--- config.mk ---
export PLATFORM = sky130hd
export DESIGN_NAME = region_router_flat
export DESIGN_NICKNAME = d
export VERILOG_FILES = /design/src/design/ram_decoder_pkg.sv /design/src/design/axi_lite_if.sv /design/src/design/region_router.sv /design/src/flat_wrapper.sv
export SDC_FILE = /design/constraint.sdc
export NUM_CORES = 1
export LEC_CHECK = 0
export BUFFER_PORTS_ARGS = -buffer_cell sky130_fd_sc_hd__buf_2
export CAP_MARGIN = 20
export CELL_PAD_IN_SITES_DETAIL_PLACEMENT = 1
export CELL_PAD_IN_SITES_GLOBAL_PLACEMENT = 1
export CORE_AREA = 3 3 190 192
export DETAILED_ROUTE_END_ITERATION = 10
export DIE_AREA = 0 0 193 195
export GPL_ROUTABILITY_DRIVEN = 1
export PLACE_DENSITY = 0.47
export SLEW_MARGIN = 20
export SYNTH_ARGS = -nofsm -noshare
export SYNTH_HDL_FRONTEND = slang
export SYNTH_SLANG_ARGS = --single-unit
--- constraint.sdc ---
create_clock -name clk -period 1.49 [get_ports clk]
set_input_delay 0.0745 -clock clk [delete_from_list [all_inputs] [get_ports clk]]
set_output_delay 0.0745 -clock clk [all_outputs]
set_load 0.02 [all_outputs]
--- src/design/ram_decoder_pkg.sv ---
package ram_decoder_pkg;

   ////////////////////
   // bus widths

   // byte address seen by the manager
   localparam int ADDR_WIDTH = 32;
   // default word width in bits
   localparam int DATA_WIDTH = 32;
   // default transaction id width
   localparam int ID_WIDTH = 4;

   ////////////////////
   // region decode

   // set means kernel bank
   localparam int KERNEL_SEL_BIT = 31;
   // checked only when the kernel bit is clear
   localparam int ARG_SEL_BIT = 16;
   // low address bits handed to a bank as its offset
   localparam int OFFSET_WIDTH = 24;

   // one bit is enough for two banks
   localparam logic TARGET_KERNEL = 1'b0;
   localparam logic TARGET_ARG = 1'b1;

   ////////////////////
   // response codes

   // banks never fail a transfer
   localparam logic [1:0] RESP_OKAY = 2'b00;

endpackage

--- src/design/axi_lite_if.sv ---
interface axi_lite_if #(
   parameter int DATA_WIDTH = ram_decoder_pkg::DATA_WIDTH,
   parameter int ID_WIDTH = ram_decoder_pkg::ID_WIDTH
);
   import ram_decoder_pkg::*;

   // write address
   logic                    awvalid;
   logic                    awready;
   logic [ADDR_WIDTH-1:0]   awaddr;
   logic [ID_WIDTH-1:0]     awid;
   // write data, one beat only
   logic                    wvalid;
   logic                    wready;
   logic [DATA_WIDTH-1:0]   wdata;
   logic [DATA_WIDTH/8-1:0] wstrb;
   // write response
   logic                    bvalid;
   logic                    bready;
   logic [ID_WIDTH-1:0]     bid;
   logic [1:0]              bresp;
   // read address
   logic                    arvalid;
   logic                    arready;
   logic [ADDR_WIDTH-1:0]   araddr;
   logic [ID_WIDTH-1:0]     arid;
   // read data
   logic                    rvalid;
   logic                    rready;
   logic [DATA_WIDTH-1:0]   rdata;
   logic [ID_WIDTH-1:0]     rid;
   logic [1:0]              rresp;
   logic                    rlast;

   // requester side
   modport manager (
      output awvalid, awaddr, awid, wvalid, wdata, wstrb, bready,
      output arvalid, araddr, arid, rready,
      input  awready, wready, bvalid, bid, bresp,
      input  arready, rvalid, rdata, rid, rresp, rlast
   );

   // responder side
   modport subordinate (
      input  awvalid, awaddr, awid, wvalid, wdata, wstrb, bready,
      input  arvalid, araddr, arid, rready,
      output awready, wready, bvalid, bid, bresp,
      output arready, rvalid, rdata, rid, rresp, rlast
   );

endinterface

--- src/design/region_router.sv ---
module region_router #(
   parameter int DATA_WIDTH = ram_decoder_pkg::DATA_WIDTH,
   parameter int ID_WIDTH = ram_decoder_pkg::ID_WIDTH
) (
   input logic             clk,
   input logic             arst_n,
   axi_lite_if.subordinate host,
   axi_lite_if.manager     kernel_port,
   axi_lite_if.manager     arg_port
);
   import ram_decoder_pkg::*;

   // bit 31 wins over bit 16 and anything else falls to the kernel bank
   function automatic logic decode_target(input logic [ADDR_WIDTH-1:0] addr);
      if (addr[KERNEL_SEL_BIT]) begin
         return TARGET_KERNEL;
      end
      if (addr[ARG_SEL_BIT]) begin
         return TARGET_ARG;
      end
      return TARGET_KERNEL;
   endfunction

   ////////////////////
   // write path

   logic                wr_busy;
   logic                wr_target;
   logic                wr_sel;
   logic                wr_accept;
   logic                wr_done;
   logic [ID_WIDTH-1:0] bid_mux;

   // live decode while idle
   assign wr_sel = decode_target(host.awaddr);
   // aw and w go together
   assign wr_accept = host.awvalid && host.wvalid && host.awready && host.wready;
   assign wr_done = host.bvalid && host.bready;

   always_ff @(posedge clk or negedge arst_n) begin
      if (!arst_n) begin
         wr_busy <= 1'b0;
         wr_target <= TARGET_KERNEL;
      end else if (wr_accept) begin
         wr_busy <= 1'b1;
         wr_target <= wr_sel;
      end else if (wr_done) begin
         wr_busy <= 1'b0;
      end
   end

   // valids reach the selected bank only
   assign kernel_port.awvalid = host.awvalid && !wr_busy && (wr_sel == TARGET_KERNEL);
   assign arg_port.awvalid = host.awvalid && !wr_busy && (wr_sel == TARGET_ARG);
   assign kernel_port.wvalid = host.wvalid && !wr_busy && (wr_sel == TARGET_KERNEL);
   assign arg_port.wvalid = host.wvalid && !wr_busy && (wr_sel == TARGET_ARG);

   // no new write while a b response waits
   assign host.awready = !wr_busy &&
                         ((wr_sel == TARGET_ARG) ? arg_port.awready : kernel_port.awready);
   assign host.wready = !wr_busy &&
                        ((wr_sel == TARGET_ARG) ? arg_port.wready : kernel_port.wready);

   // payload broadcast to both banks
   assign kernel_port.awaddr = host.awaddr;
   assign kernel_port.awid = host.awid;
   assign kernel_port.wdata = host.wdata;
   assign kernel_port.wstrb = host.wstrb;
   assign arg_port.awaddr = host.awaddr;
   assign arg_port.awid = host.awid;
   assign arg_port.wdata = host.wdata;
   assign arg_port.wstrb = host.wstrb;

   // b channel follows the latched target
   assign bid_mux = (wr_target == TARGET_ARG) ? arg_port.bid : kernel_port.bid;
   assign host.bid = bid_mux;
   assign host.bresp = (wr_target == TARGET_ARG) ? arg_port.bresp : kernel_port.bresp;
   assign host.bvalid = wr_busy &&
                        ((wr_target == TARGET_ARG) ? arg_port.bvalid : kernel_port.bvalid);
   assign kernel_port.bready = host.bready && wr_busy && (wr_target == TARGET_KERNEL);
   assign arg_port.bready = host.bready && wr_busy && (wr_target == TARGET_ARG);

   ////////////////////
   // read path

   logic                  rd_busy;
   logic                  rd_target;
   logic                  rd_sel;
   logic                  rd_accept;
   logic                  rd_done;
   logic [ID_WIDTH-1:0]   rid_mux;
   logic [DATA_WIDTH-1:0] rdata_mux;

   assign rd_sel = decode_target(host.araddr);
   assign rd_accept = host.arvalid && host.arready;
   assign rd_done = host.rvalid && host.rready;

   always_ff @(posedge clk or negedge arst_n) begin
      if (!arst_n) begin
         rd_busy <= 1'b0;
         rd_target <= TARGET_KERNEL;
      end else if (rd_accept) begin
         rd_busy <= 1'b1;
         rd_target <= rd_sel;
      end else if (rd_done) begin
         rd_busy <= 1'b0;
      end
   end

   assign kernel_port.arvalid = host.arvalid && !rd_busy && (rd_sel == TARGET_KERNEL);
   assign arg_port.arvalid = host.arvalid && !rd_busy && (rd_sel == TARGET_ARG);
   assign host.arready = !rd_busy &&
                         ((rd_sel == TARGET_ARG) ? arg_port.arready : kernel_port.arready);

   assign kernel_port.araddr = host.araddr;
   assign kernel_port.arid = host.arid;
   assign arg_port.araddr = host.araddr;
   assign arg_port.arid = host.arid;

   // r channel from the bank that took the ar
   assign rdata_mux = (rd_target == TARGET_ARG) ? arg_port.rdata : kernel_port.rdata;
   assign rid_mux = (rd_target == TARGET_ARG) ? arg_port.rid : kernel_port.rid;
   assign host.rdata = rdata_mux;
   assign host.rid = rid_mux;
   assign host.rresp = (rd_target == TARGET_ARG) ? arg_port.rresp : kernel_port.rresp;
   assign host.rlast = (rd_target == TARGET_ARG) ? arg_port.rlast : kernel_port.rlast;
   assign host.rvalid = rd_busy &&
                        ((rd_target == TARGET_ARG) ? arg_port.rvalid : kernel_port.rvalid);
   assign kernel_port.rready = host.rready && rd_busy && (rd_target == TARGET_KERNEL);
   assign arg_port.rready = host.rready && rd_busy && (rd_target == TARGET_ARG);

   ////////////////////
   // checks

   // response must come back from the bank that took the request
   wr_target_held: assert property (
      @(posedge clk) disable iff (!arst_n) wr_busy |=> $stable(wr_target)
   );
   rd_target_held: assert property (
      @(posedge clk) disable iff (!arst_n) rd_busy |=> $stable(rd_target)
   );

endmodule

--- src/flat_wrapper.sv ---
// flat-port wrapper written by rule: the top's interface ports become plain ports
module region_router_flat import ram_decoder_pkg::*;
#(
   parameter int DATA_WIDTH = ram_decoder_pkg::DATA_WIDTH,
   parameter int ID_WIDTH = ram_decoder_pkg::ID_WIDTH
)
  (clk, arst_n, host_awvalid, host_awaddr, host_awid, host_wvalid, host_wdata, host_wstrb, host_bready, host_arvalid, host_araddr, host_arid, host_rready, host_awready, host_wready, host_bvalid, host_bid, host_bresp, host_arready, host_rvalid, host_rdata, host_rid, host_rresp, host_rlast, kernel_port_awvalid, kernel_port_awaddr, kernel_port_awid, kernel_port_wvalid, kernel_port_wdata, kernel_port_wstrb, kernel_port_bready, kernel_port_arvalid, kernel_port_araddr, kernel_port_arid, kernel_port_rready, kernel_port_awready, kernel_port_wready, kernel_port_bvalid, kernel_port_bid, kernel_port_bresp, kernel_port_arready, kernel_port_rvalid, kernel_port_rdata, kernel_port_rid, kernel_port_rresp, kernel_port_rlast, arg_port_awvalid, arg_port_awaddr, arg_port_awid, arg_port_wvalid, arg_port_wdata, arg_port_wstrb, arg_port_bready, arg_port_arvalid, arg_port_araddr, arg_port_arid, arg_port_rready, arg_port_awready, arg_port_wready, arg_port_bvalid, arg_port_bid, arg_port_bresp, arg_port_arready, arg_port_rvalid, arg_port_rdata, arg_port_rid, arg_port_rresp, arg_port_rlast);
  axi_lite_if #(.DATA_WIDTH(DATA_WIDTH), .ID_WIDTH(ID_WIDTH)) host_i ();
  axi_lite_if #(.DATA_WIDTH(DATA_WIDTH), .ID_WIDTH(ID_WIDTH)) kernel_port_i ();
  axi_lite_if #(.DATA_WIDTH(DATA_WIDTH), .ID_WIDTH(ID_WIDTH)) arg_port_i ();
  input logic clk;
  input logic arst_n;
  input wire logic [$bits(host_i.awvalid)-1:0] host_awvalid;
  input wire logic [$bits(host_i.awaddr)-1:0] host_awaddr;
  input wire logic [$bits(host_i.awid)-1:0] host_awid;
  input wire logic [$bits(host_i.wvalid)-1:0] host_wvalid;
  input wire logic [$bits(host_i.wdata)-1:0] host_wdata;
  input wire logic [$bits(host_i.wstrb)-1:0] host_wstrb;
  input wire logic [$bits(host_i.bready)-1:0] host_bready;
  input wire logic [$bits(host_i.arvalid)-1:0] host_arvalid;
  input wire logic [$bits(host_i.araddr)-1:0] host_araddr;
  input wire logic [$bits(host_i.arid)-1:0] host_arid;
  input wire logic [$bits(host_i.rready)-1:0] host_rready;
  output wire logic [$bits(host_i.awready)-1:0] host_awready;
  output wire logic [$bits(host_i.wready)-1:0] host_wready;
  output wire logic [$bits(host_i.bvalid)-1:0] host_bvalid;
  output wire logic [$bits(host_i.bid)-1:0] host_bid;
  output wire logic [$bits(host_i.bresp)-1:0] host_bresp;
  output wire logic [$bits(host_i.arready)-1:0] host_arready;
  output wire logic [$bits(host_i.rvalid)-1:0] host_rvalid;
  output wire logic [$bits(host_i.rdata)-1:0] host_rdata;
  output wire logic [$bits(host_i.rid)-1:0] host_rid;
  output wire logic [$bits(host_i.rresp)-1:0] host_rresp;
  output wire logic [$bits(host_i.rlast)-1:0] host_rlast;
  output wire logic [$bits(kernel_port_i.awvalid)-1:0] kernel_port_awvalid;
  output wire logic [$bits(kernel_port_i.awaddr)-1:0] kernel_port_awaddr;
  output wire logic [$bits(kernel_port_i.awid)-1:0] kernel_port_awid;
  output wire logic [$bits(kernel_port_i.wvalid)-1:0] kernel_port_wvalid;
  output wire logic [$bits(kernel_port_i.wdata)-1:0] kernel_port_wdata;
  output wire logic [$bits(kernel_port_i.wstrb)-1:0] kernel_port_wstrb;
  output wire logic [$bits(kernel_port_i.bready)-1:0] kernel_port_bready;
  output wire logic [$bits(kernel_port_i.arvalid)-1:0] kernel_port_arvalid;
  output wire logic [$bits(kernel_port_i.araddr)-1:0] kernel_port_araddr;
  output wire logic [$bits(kernel_port_i.arid)-1:0] kernel_port_arid;
  output wire logic [$bits(kernel_port_i.rready)-1:0] kernel_port_rready;
  input wire logic [$bits(kernel_port_i.awready)-1:0] kernel_port_awready;
  input wire logic [$bits(kernel_port_i.wready)-1:0] kernel_port_wready;
  input wire logic [$bits(kernel_port_i.bvalid)-1:0] kernel_port_bvalid;
  input wire logic [$bits(kernel_port_i.bid)-1:0] kernel_port_bid;
  input wire logic [$bits(kernel_port_i.bresp)-1:0] kernel_port_bresp;
  input wire logic [$bits(kernel_port_i.arready)-1:0] kernel_port_arready;
  input wire logic [$bits(kernel_port_i.rvalid)-1:0] kernel_port_rvalid;
  input wire logic [$bits(kernel_port_i.rdata)-1:0] kernel_port_rdata;
  input wire logic [$bits(kernel_port_i.rid)-1:0] kernel_port_rid;
  input wire logic [$bits(kernel_port_i.rresp)-1:0] kernel_port_rresp;
  input wire logic [$bits(kernel_port_i.rlast)-1:0] kernel_port_rlast;
  output wire logic [$bits(arg_port_i.awvalid)-1:0] arg_port_awvalid;
  output wire logic [$bits(arg_port_i.awaddr)-1:0] arg_port_awaddr;
  output wire logic [$bits(arg_port_i.awid)-1:0] arg_port_awid;
  output wire logic [$bits(arg_port_i.wvalid)-1:0] arg_port_wvalid;
  output wire logic [$bits(arg_port_i.wdata)-1:0] arg_port_wdata;
  output wire logic [$bits(arg_port_i.wstrb)-1:0] arg_port_wstrb;
  output wire logic [$bits(arg_port_i.bready)-1:0] arg_port_bready;
  output wire logic [$bits(arg_port_i.arvalid)-1:0] arg_port_arvalid;
  output wire logic [$bits(arg_port_i.araddr)-1:0] arg_port_araddr;
  output wire logic [$bits(arg_port_i.arid)-1:0] arg_port_arid;
  output wire logic [$bits(arg_port_i.rready)-1:0] arg_port_rready;
  input wire logic [$bits(arg_port_i.awready)-1:0] arg_port_awready;
  input wire logic [$bits(arg_port_i.wready)-1:0] arg_port_wready;
  input wire logic [$bits(arg_port_i.bvalid)-1:0] arg_port_bvalid;
  input wire logic [$bits(arg_port_i.bid)-1:0] arg_port_bid;
  input wire logic [$bits(arg_port_i.bresp)-1:0] arg_port_bresp;
  input wire logic [$bits(arg_port_i.arready)-1:0] arg_port_arready;
  input wire logic [$bits(arg_port_i.rvalid)-1:0] arg_port_rvalid;
  input wire logic [$bits(arg_port_i.rdata)-1:0] arg_port_rdata;
  input wire logic [$bits(arg_port_i.rid)-1:0] arg_port_rid;
  input wire logic [$bits(arg_port_i.rresp)-1:0] arg_port_rresp;
  input wire logic [$bits(arg_port_i.rlast)-1:0] arg_port_rlast;
  assign host_i.awvalid = host_awvalid;
  assign host_i.awaddr = host_awaddr;
  assign host_i.awid = host_awid;
  assign host_i.wvalid = host_wvalid;
  assign host_i.wdata = host_wdata;
  assign host_i.wstrb = host_wstrb;
  assign host_i.bready = host_bready;
  assign host_i.arvalid = host_arvalid;
  assign host_i.araddr = host_araddr;
  assign host_i.arid = host_arid;
  assign host_i.rready = host_rready;
  assign host_awready = host_i.awready;
  assign host_wready = host_i.wready;
  assign host_bvalid = host_i.bvalid;
  assign host_bid = host_i.bid;
  assign host_bresp = host_i.bresp;
  assign host_arready = host_i.arready;
  assign host_rvalid = host_i.rvalid;
  assign host_rdata = host_i.rdata;
  assign host_rid = host_i.rid;
  assign host_rresp = host_i.rresp;
  assign host_rlast = host_i.rlast;
  assign kernel_port_awvalid = kernel_port_i.awvalid;
  assign kernel_port_awaddr = kernel_port_i.awaddr;
  assign kernel_port_awid = kernel_port_i.awid;
  assign kernel_port_wvalid = kernel_port_i.wvalid;
  assign kernel_port_wdata = kernel_port_i.wdata;
  assign kernel_port_wstrb = kernel_port_i.wstrb;
  assign kernel_port_bready = kernel_port_i.bready;
  assign kernel_port_arvalid = kernel_port_i.arvalid;
  assign kernel_port_araddr = kernel_port_i.araddr;
  assign kernel_port_arid = kernel_port_i.arid;
  assign kernel_port_rready = kernel_port_i.rready;
  assign kernel_port_i.awready = kernel_port_awready;
  assign kernel_port_i.wready = kernel_port_wready;
  assign kernel_port_i.bvalid = kernel_port_bvalid;
  assign kernel_port_i.bid = kernel_port_bid;
  assign kernel_port_i.bresp = kernel_port_bresp;
  assign kernel_port_i.arready = kernel_port_arready;
  assign kernel_port_i.rvalid = kernel_port_rvalid;
  assign kernel_port_i.rdata = kernel_port_rdata;
  assign kernel_port_i.rid = kernel_port_rid;
  assign kernel_port_i.rresp = kernel_port_rresp;
  assign kernel_port_i.rlast = kernel_port_rlast;
  assign arg_port_awvalid = arg_port_i.awvalid;
  assign arg_port_awaddr = arg_port_i.awaddr;
  assign arg_port_awid = arg_port_i.awid;
  assign arg_port_wvalid = arg_port_i.wvalid;
  assign arg_port_wdata = arg_port_i.wdata;
  assign arg_port_wstrb = arg_port_i.wstrb;
  assign arg_port_bready = arg_port_i.bready;
  assign arg_port_arvalid = arg_port_i.arvalid;
  assign arg_port_araddr = arg_port_i.araddr;
  assign arg_port_arid = arg_port_i.arid;
  assign arg_port_rready = arg_port_i.rready;
  assign arg_port_i.awready = arg_port_awready;
  assign arg_port_i.wready = arg_port_wready;
  assign arg_port_i.bvalid = arg_port_bvalid;
  assign arg_port_i.bid = arg_port_bid;
  assign arg_port_i.bresp = arg_port_bresp;
  assign arg_port_i.arready = arg_port_arready;
  assign arg_port_i.rvalid = arg_port_rvalid;
  assign arg_port_i.rdata = arg_port_rdata;
  assign arg_port_i.rid = arg_port_rid;
  assign arg_port_i.rresp = arg_port_rresp;
  assign arg_port_i.rlast = arg_port_rlast;
  region_router #(.DATA_WIDTH(DATA_WIDTH), .ID_WIDTH(ID_WIDTH)) u_core (.clk(clk), .arst_n(arst_n), .host(host_i), .kernel_port(kernel_port_i), .arg_port(arg_port_i));
endmodule
==> metrics.yaml <==
route:
  drt_wl_total_microns: 9460
  avgRoutedWirePerCell_microns: 12.8
  ant_nets: 0
  vias: 1742
  drc_errors: 0
  drtIter0Drc: 23
  firstDrtPassIters: 4
  viasPerCell: 2.36
critical_path:
  crit_path_start_kind: "flop"
  crit_path_end_kind: "primary output"
  timing.rr.start: "u_core.wr_busy"
  worstPathMaxFanout: 20
  required_ns: 1.42
  crit_type: "flop to primary output"
  cp.arrival_ns: 1.40
  cp-startpoint: "u_core.rd_target"
sta:
  post-route-period-util_pct: 99.2
  tightest_slew_ns: 0.322
  grt_setup_unrepaired: "yes"
  slew_headroom_pct: 78.5
  fin_crit_ns: 1.48
  hold_viol_final: 0
  drv_slew: 0
  max_freq_mhz: 677
  fin_worst_skew_ns: 0.0000467
  finalSetupViolCount: 0
finish:
  synthToLayoutAreaGrowth_pct: -0.0995
  fin_nets: 499
  final_util_pct: 7.28
  diodes: 0
  layout.cells.non_filler: 738
  layout-drive-gt1-share_pct: 84.1
min_path:
  min_from: "host_awaddr[23]"
  hold_path_class: "input pin to primary output"
power:
  p_int_mw: 1.57
  comb_power_share_pct: 78.6
  net-switching-power_mw: 1.46
  clockPowerShare_pct: 14.4
  sequentialPowerShare_pct: 7.0
  p_leak_nw: 1.16
  pwr_density_cell_nw_per_um2: 1200
  swShare_pct: 48.2
  total_power_mw: 3.02
  vdd_drop_max_mv: 0.474
synthesis:
  ys_seq_area_share_pct: 3.98
  synthCells: 317
  syn-num-nets: 532
  synth_warnings: 0
  syn_area_per_cell_sq_um: 7.94
  synth_cell_types: 23
  ys_ff_latch: 4
  netlist_area_sq_um: 2520
cts:
  cts.path.max_buffers: 2
  clkTransAtPathRegs_ns: 0.03
  cts_tree: "yes"
  numCtsBuffers: 3
  root_buffer: "clkbuf_16"
  htree_levels: 1
  clk_latency_ns: 0.22
  clock_sinks: 4
global_route:
  track_usage_pct: 4.54
  antenna_found_initial: 0
  grt_pass1_wl_microns: 12500
  first_global_vias: 2001
  grt-ovfl-total: 0
  grt_max_degree: 21
die:
  fp.dieH_microns: 195
  dieArea_sq_um: 37600
  num_rows: 68
  io_pins: 491
  die_w_microns: 193
  initial_core_util_pct: 7.28
  core_sq_um: 34500
placed_design:
  routabilityCongestion: 0.695
  portBuffers: 178
  dp_hpwl_microns: 8290
  dp.cells: 732
run:
  cap_viol_max_count: 0
outcome:
  outcome: "finished, final reports clean"
==> layout by cell type, fill, tap and decap left out, drive strengths merged, types with 3 or more instances in the layout <==
| cell type | count |
|---|---|
| mux2i | 3 |
| o21ai | 5 |
| mux2 | 45 |
| clkbuf | 4 |
| nand2b | 5 |
| nand2 | 7 |
| nor3 | 3 |
| dfrtp | 4 |
| nor2 | 8 |
| inv | 4 |
| buf | 183 |
==> critical path, stage by stage, from the launching register on <==
cell     delay, ns
dfrtp_2       0.42
buf_12        0.19
mux2_2        0.35
buf_2         0.17
==> path summary, 6_finish.rpt <==
| path | endpoint | slack, ns | cells after the start |
|---|---|---|---|
| setup / recovery | host_rdata[13] | 0.01 | 3 |
| hold / removal | arg_port_awaddr[23] | 0.15 | 0 |
| setup reg to reg | u_core.wr_target | 0.13 | 3 |
| hold reg to reg | u_core.rd_busy | 0.69 | 2 |
| max in group asynchronous | u_core.rd_target | 1.16 | 2 |
| min in group asynchronous | u_core.rd_busy | 0.19 | 2 |
==> synth_stat cells <==
master | n | area [sq um]
a21oi_1 | 2 | 10.0
a31oi_1 | 1 | 6.26
and2b_1 | 1 | 7.51
and2b_2 | 1 | 8.76
and3_1 | 1 | 6.26
and3_2 | 1 | 7.51
buf_2 | 5 | 25.0
buf_4 | 216 | 1620
buf_6 | 1 | 11.3
dfrtp_1 | 4 | 100
inv_1 | 4 | 15.0
mux2_2 | 45 | 507
mux2i_1 | 3 | 30.0
nand2_1 | 7 | 26.3
nand2b_1 | 5 | 31.3
nand3b_1 | 1 | 7.51
nor2_1 | 8 | 30.0
nor2b_1 | 1 | 6.26
nor3_1 | 3 | 15.0
o21ai_0 | 4 | 20.0
o21ai_1 | 1 | 5.00
o21ba_2 | 1 | 10.0
or3b_1 | 1 | 8.76
==> metrics by stage <==
step / hold slack (ns) / TNS [ns] / setup WS [ns] / area (sq um)
3_3_place_gp: -0.103 / -0.0163 / -0.0163 / 2360
6_report: 0.149 / 0 / 0.0126 / 2510
2_1_floorplan: -0.221 / 0 / 0.239 / 2520
5_1_grt: 0.149 / -0.318 / -0.0312 / 2510
4_1_cts: 0.149 / -0.227 / -0.0294 / 2520
3_5_place_dp: -0.106 / -0.0576 / -0.0576 / 2360
==> layout make-up <==
cell class	count	area, sq um
multi-input combinational	87	768
fill	4244	32000
timing repair buffer	184	981
tap	455	569
clock buffer	4	78.8
sequential	4	101
inverter	4	15.0
==> power groups by stage <==
stage	sequential, mW	clock [mW]	combinational (mW)
3_3_place_gp	0.199	0	2.26
5_1_grt	0.221	0.454	2.59
4_1_cts	0.210	0.442	2.50
6_report	0.212	0.436	2.38
3_5_place_dp	0.201	0	2.28
2_1_floorplan	0.164	0	2.27
==> repair_timing <==
item | CTS | global route
setup endpoints to repair | 7 | 34
buffers inserted | 1 | 0
endpoints found under the hold margin | 4 | 0
hold buffers | 1 | 0
resized for setup | 5 | 10
gates cloned | 1 | 0
==> logic make-up (layout without fill, tap and decap cells) <==
family                 Yosys count  after routing  share of synthesized area [%]
buffers and inverters          226            192                           66.5
DFF                              4              4                           3.98
AOI/OAI and AO/OA                9              9                           2.04
and+or+nand+nor                 30             30                           6.17
muxes                           48             48                           21.3
==> routing by layer <==
metal  global-route usage [%]  share of wire (%)
met4                     2.81                6.5
met5                     1.46               0.41
met2                     6.35                 39
met3                     4.31                 23
met1                     4.14                 31
==> registers in the layout, indices dropped and copies added (netlist names) <==
signal / flops
u_core.wr_busy: 1
u_core.rd_target: 1
u_core.wr_target: 1
u_core.rd_busy: 1
No activity file was read; power rests on OpenSTA's default activity.
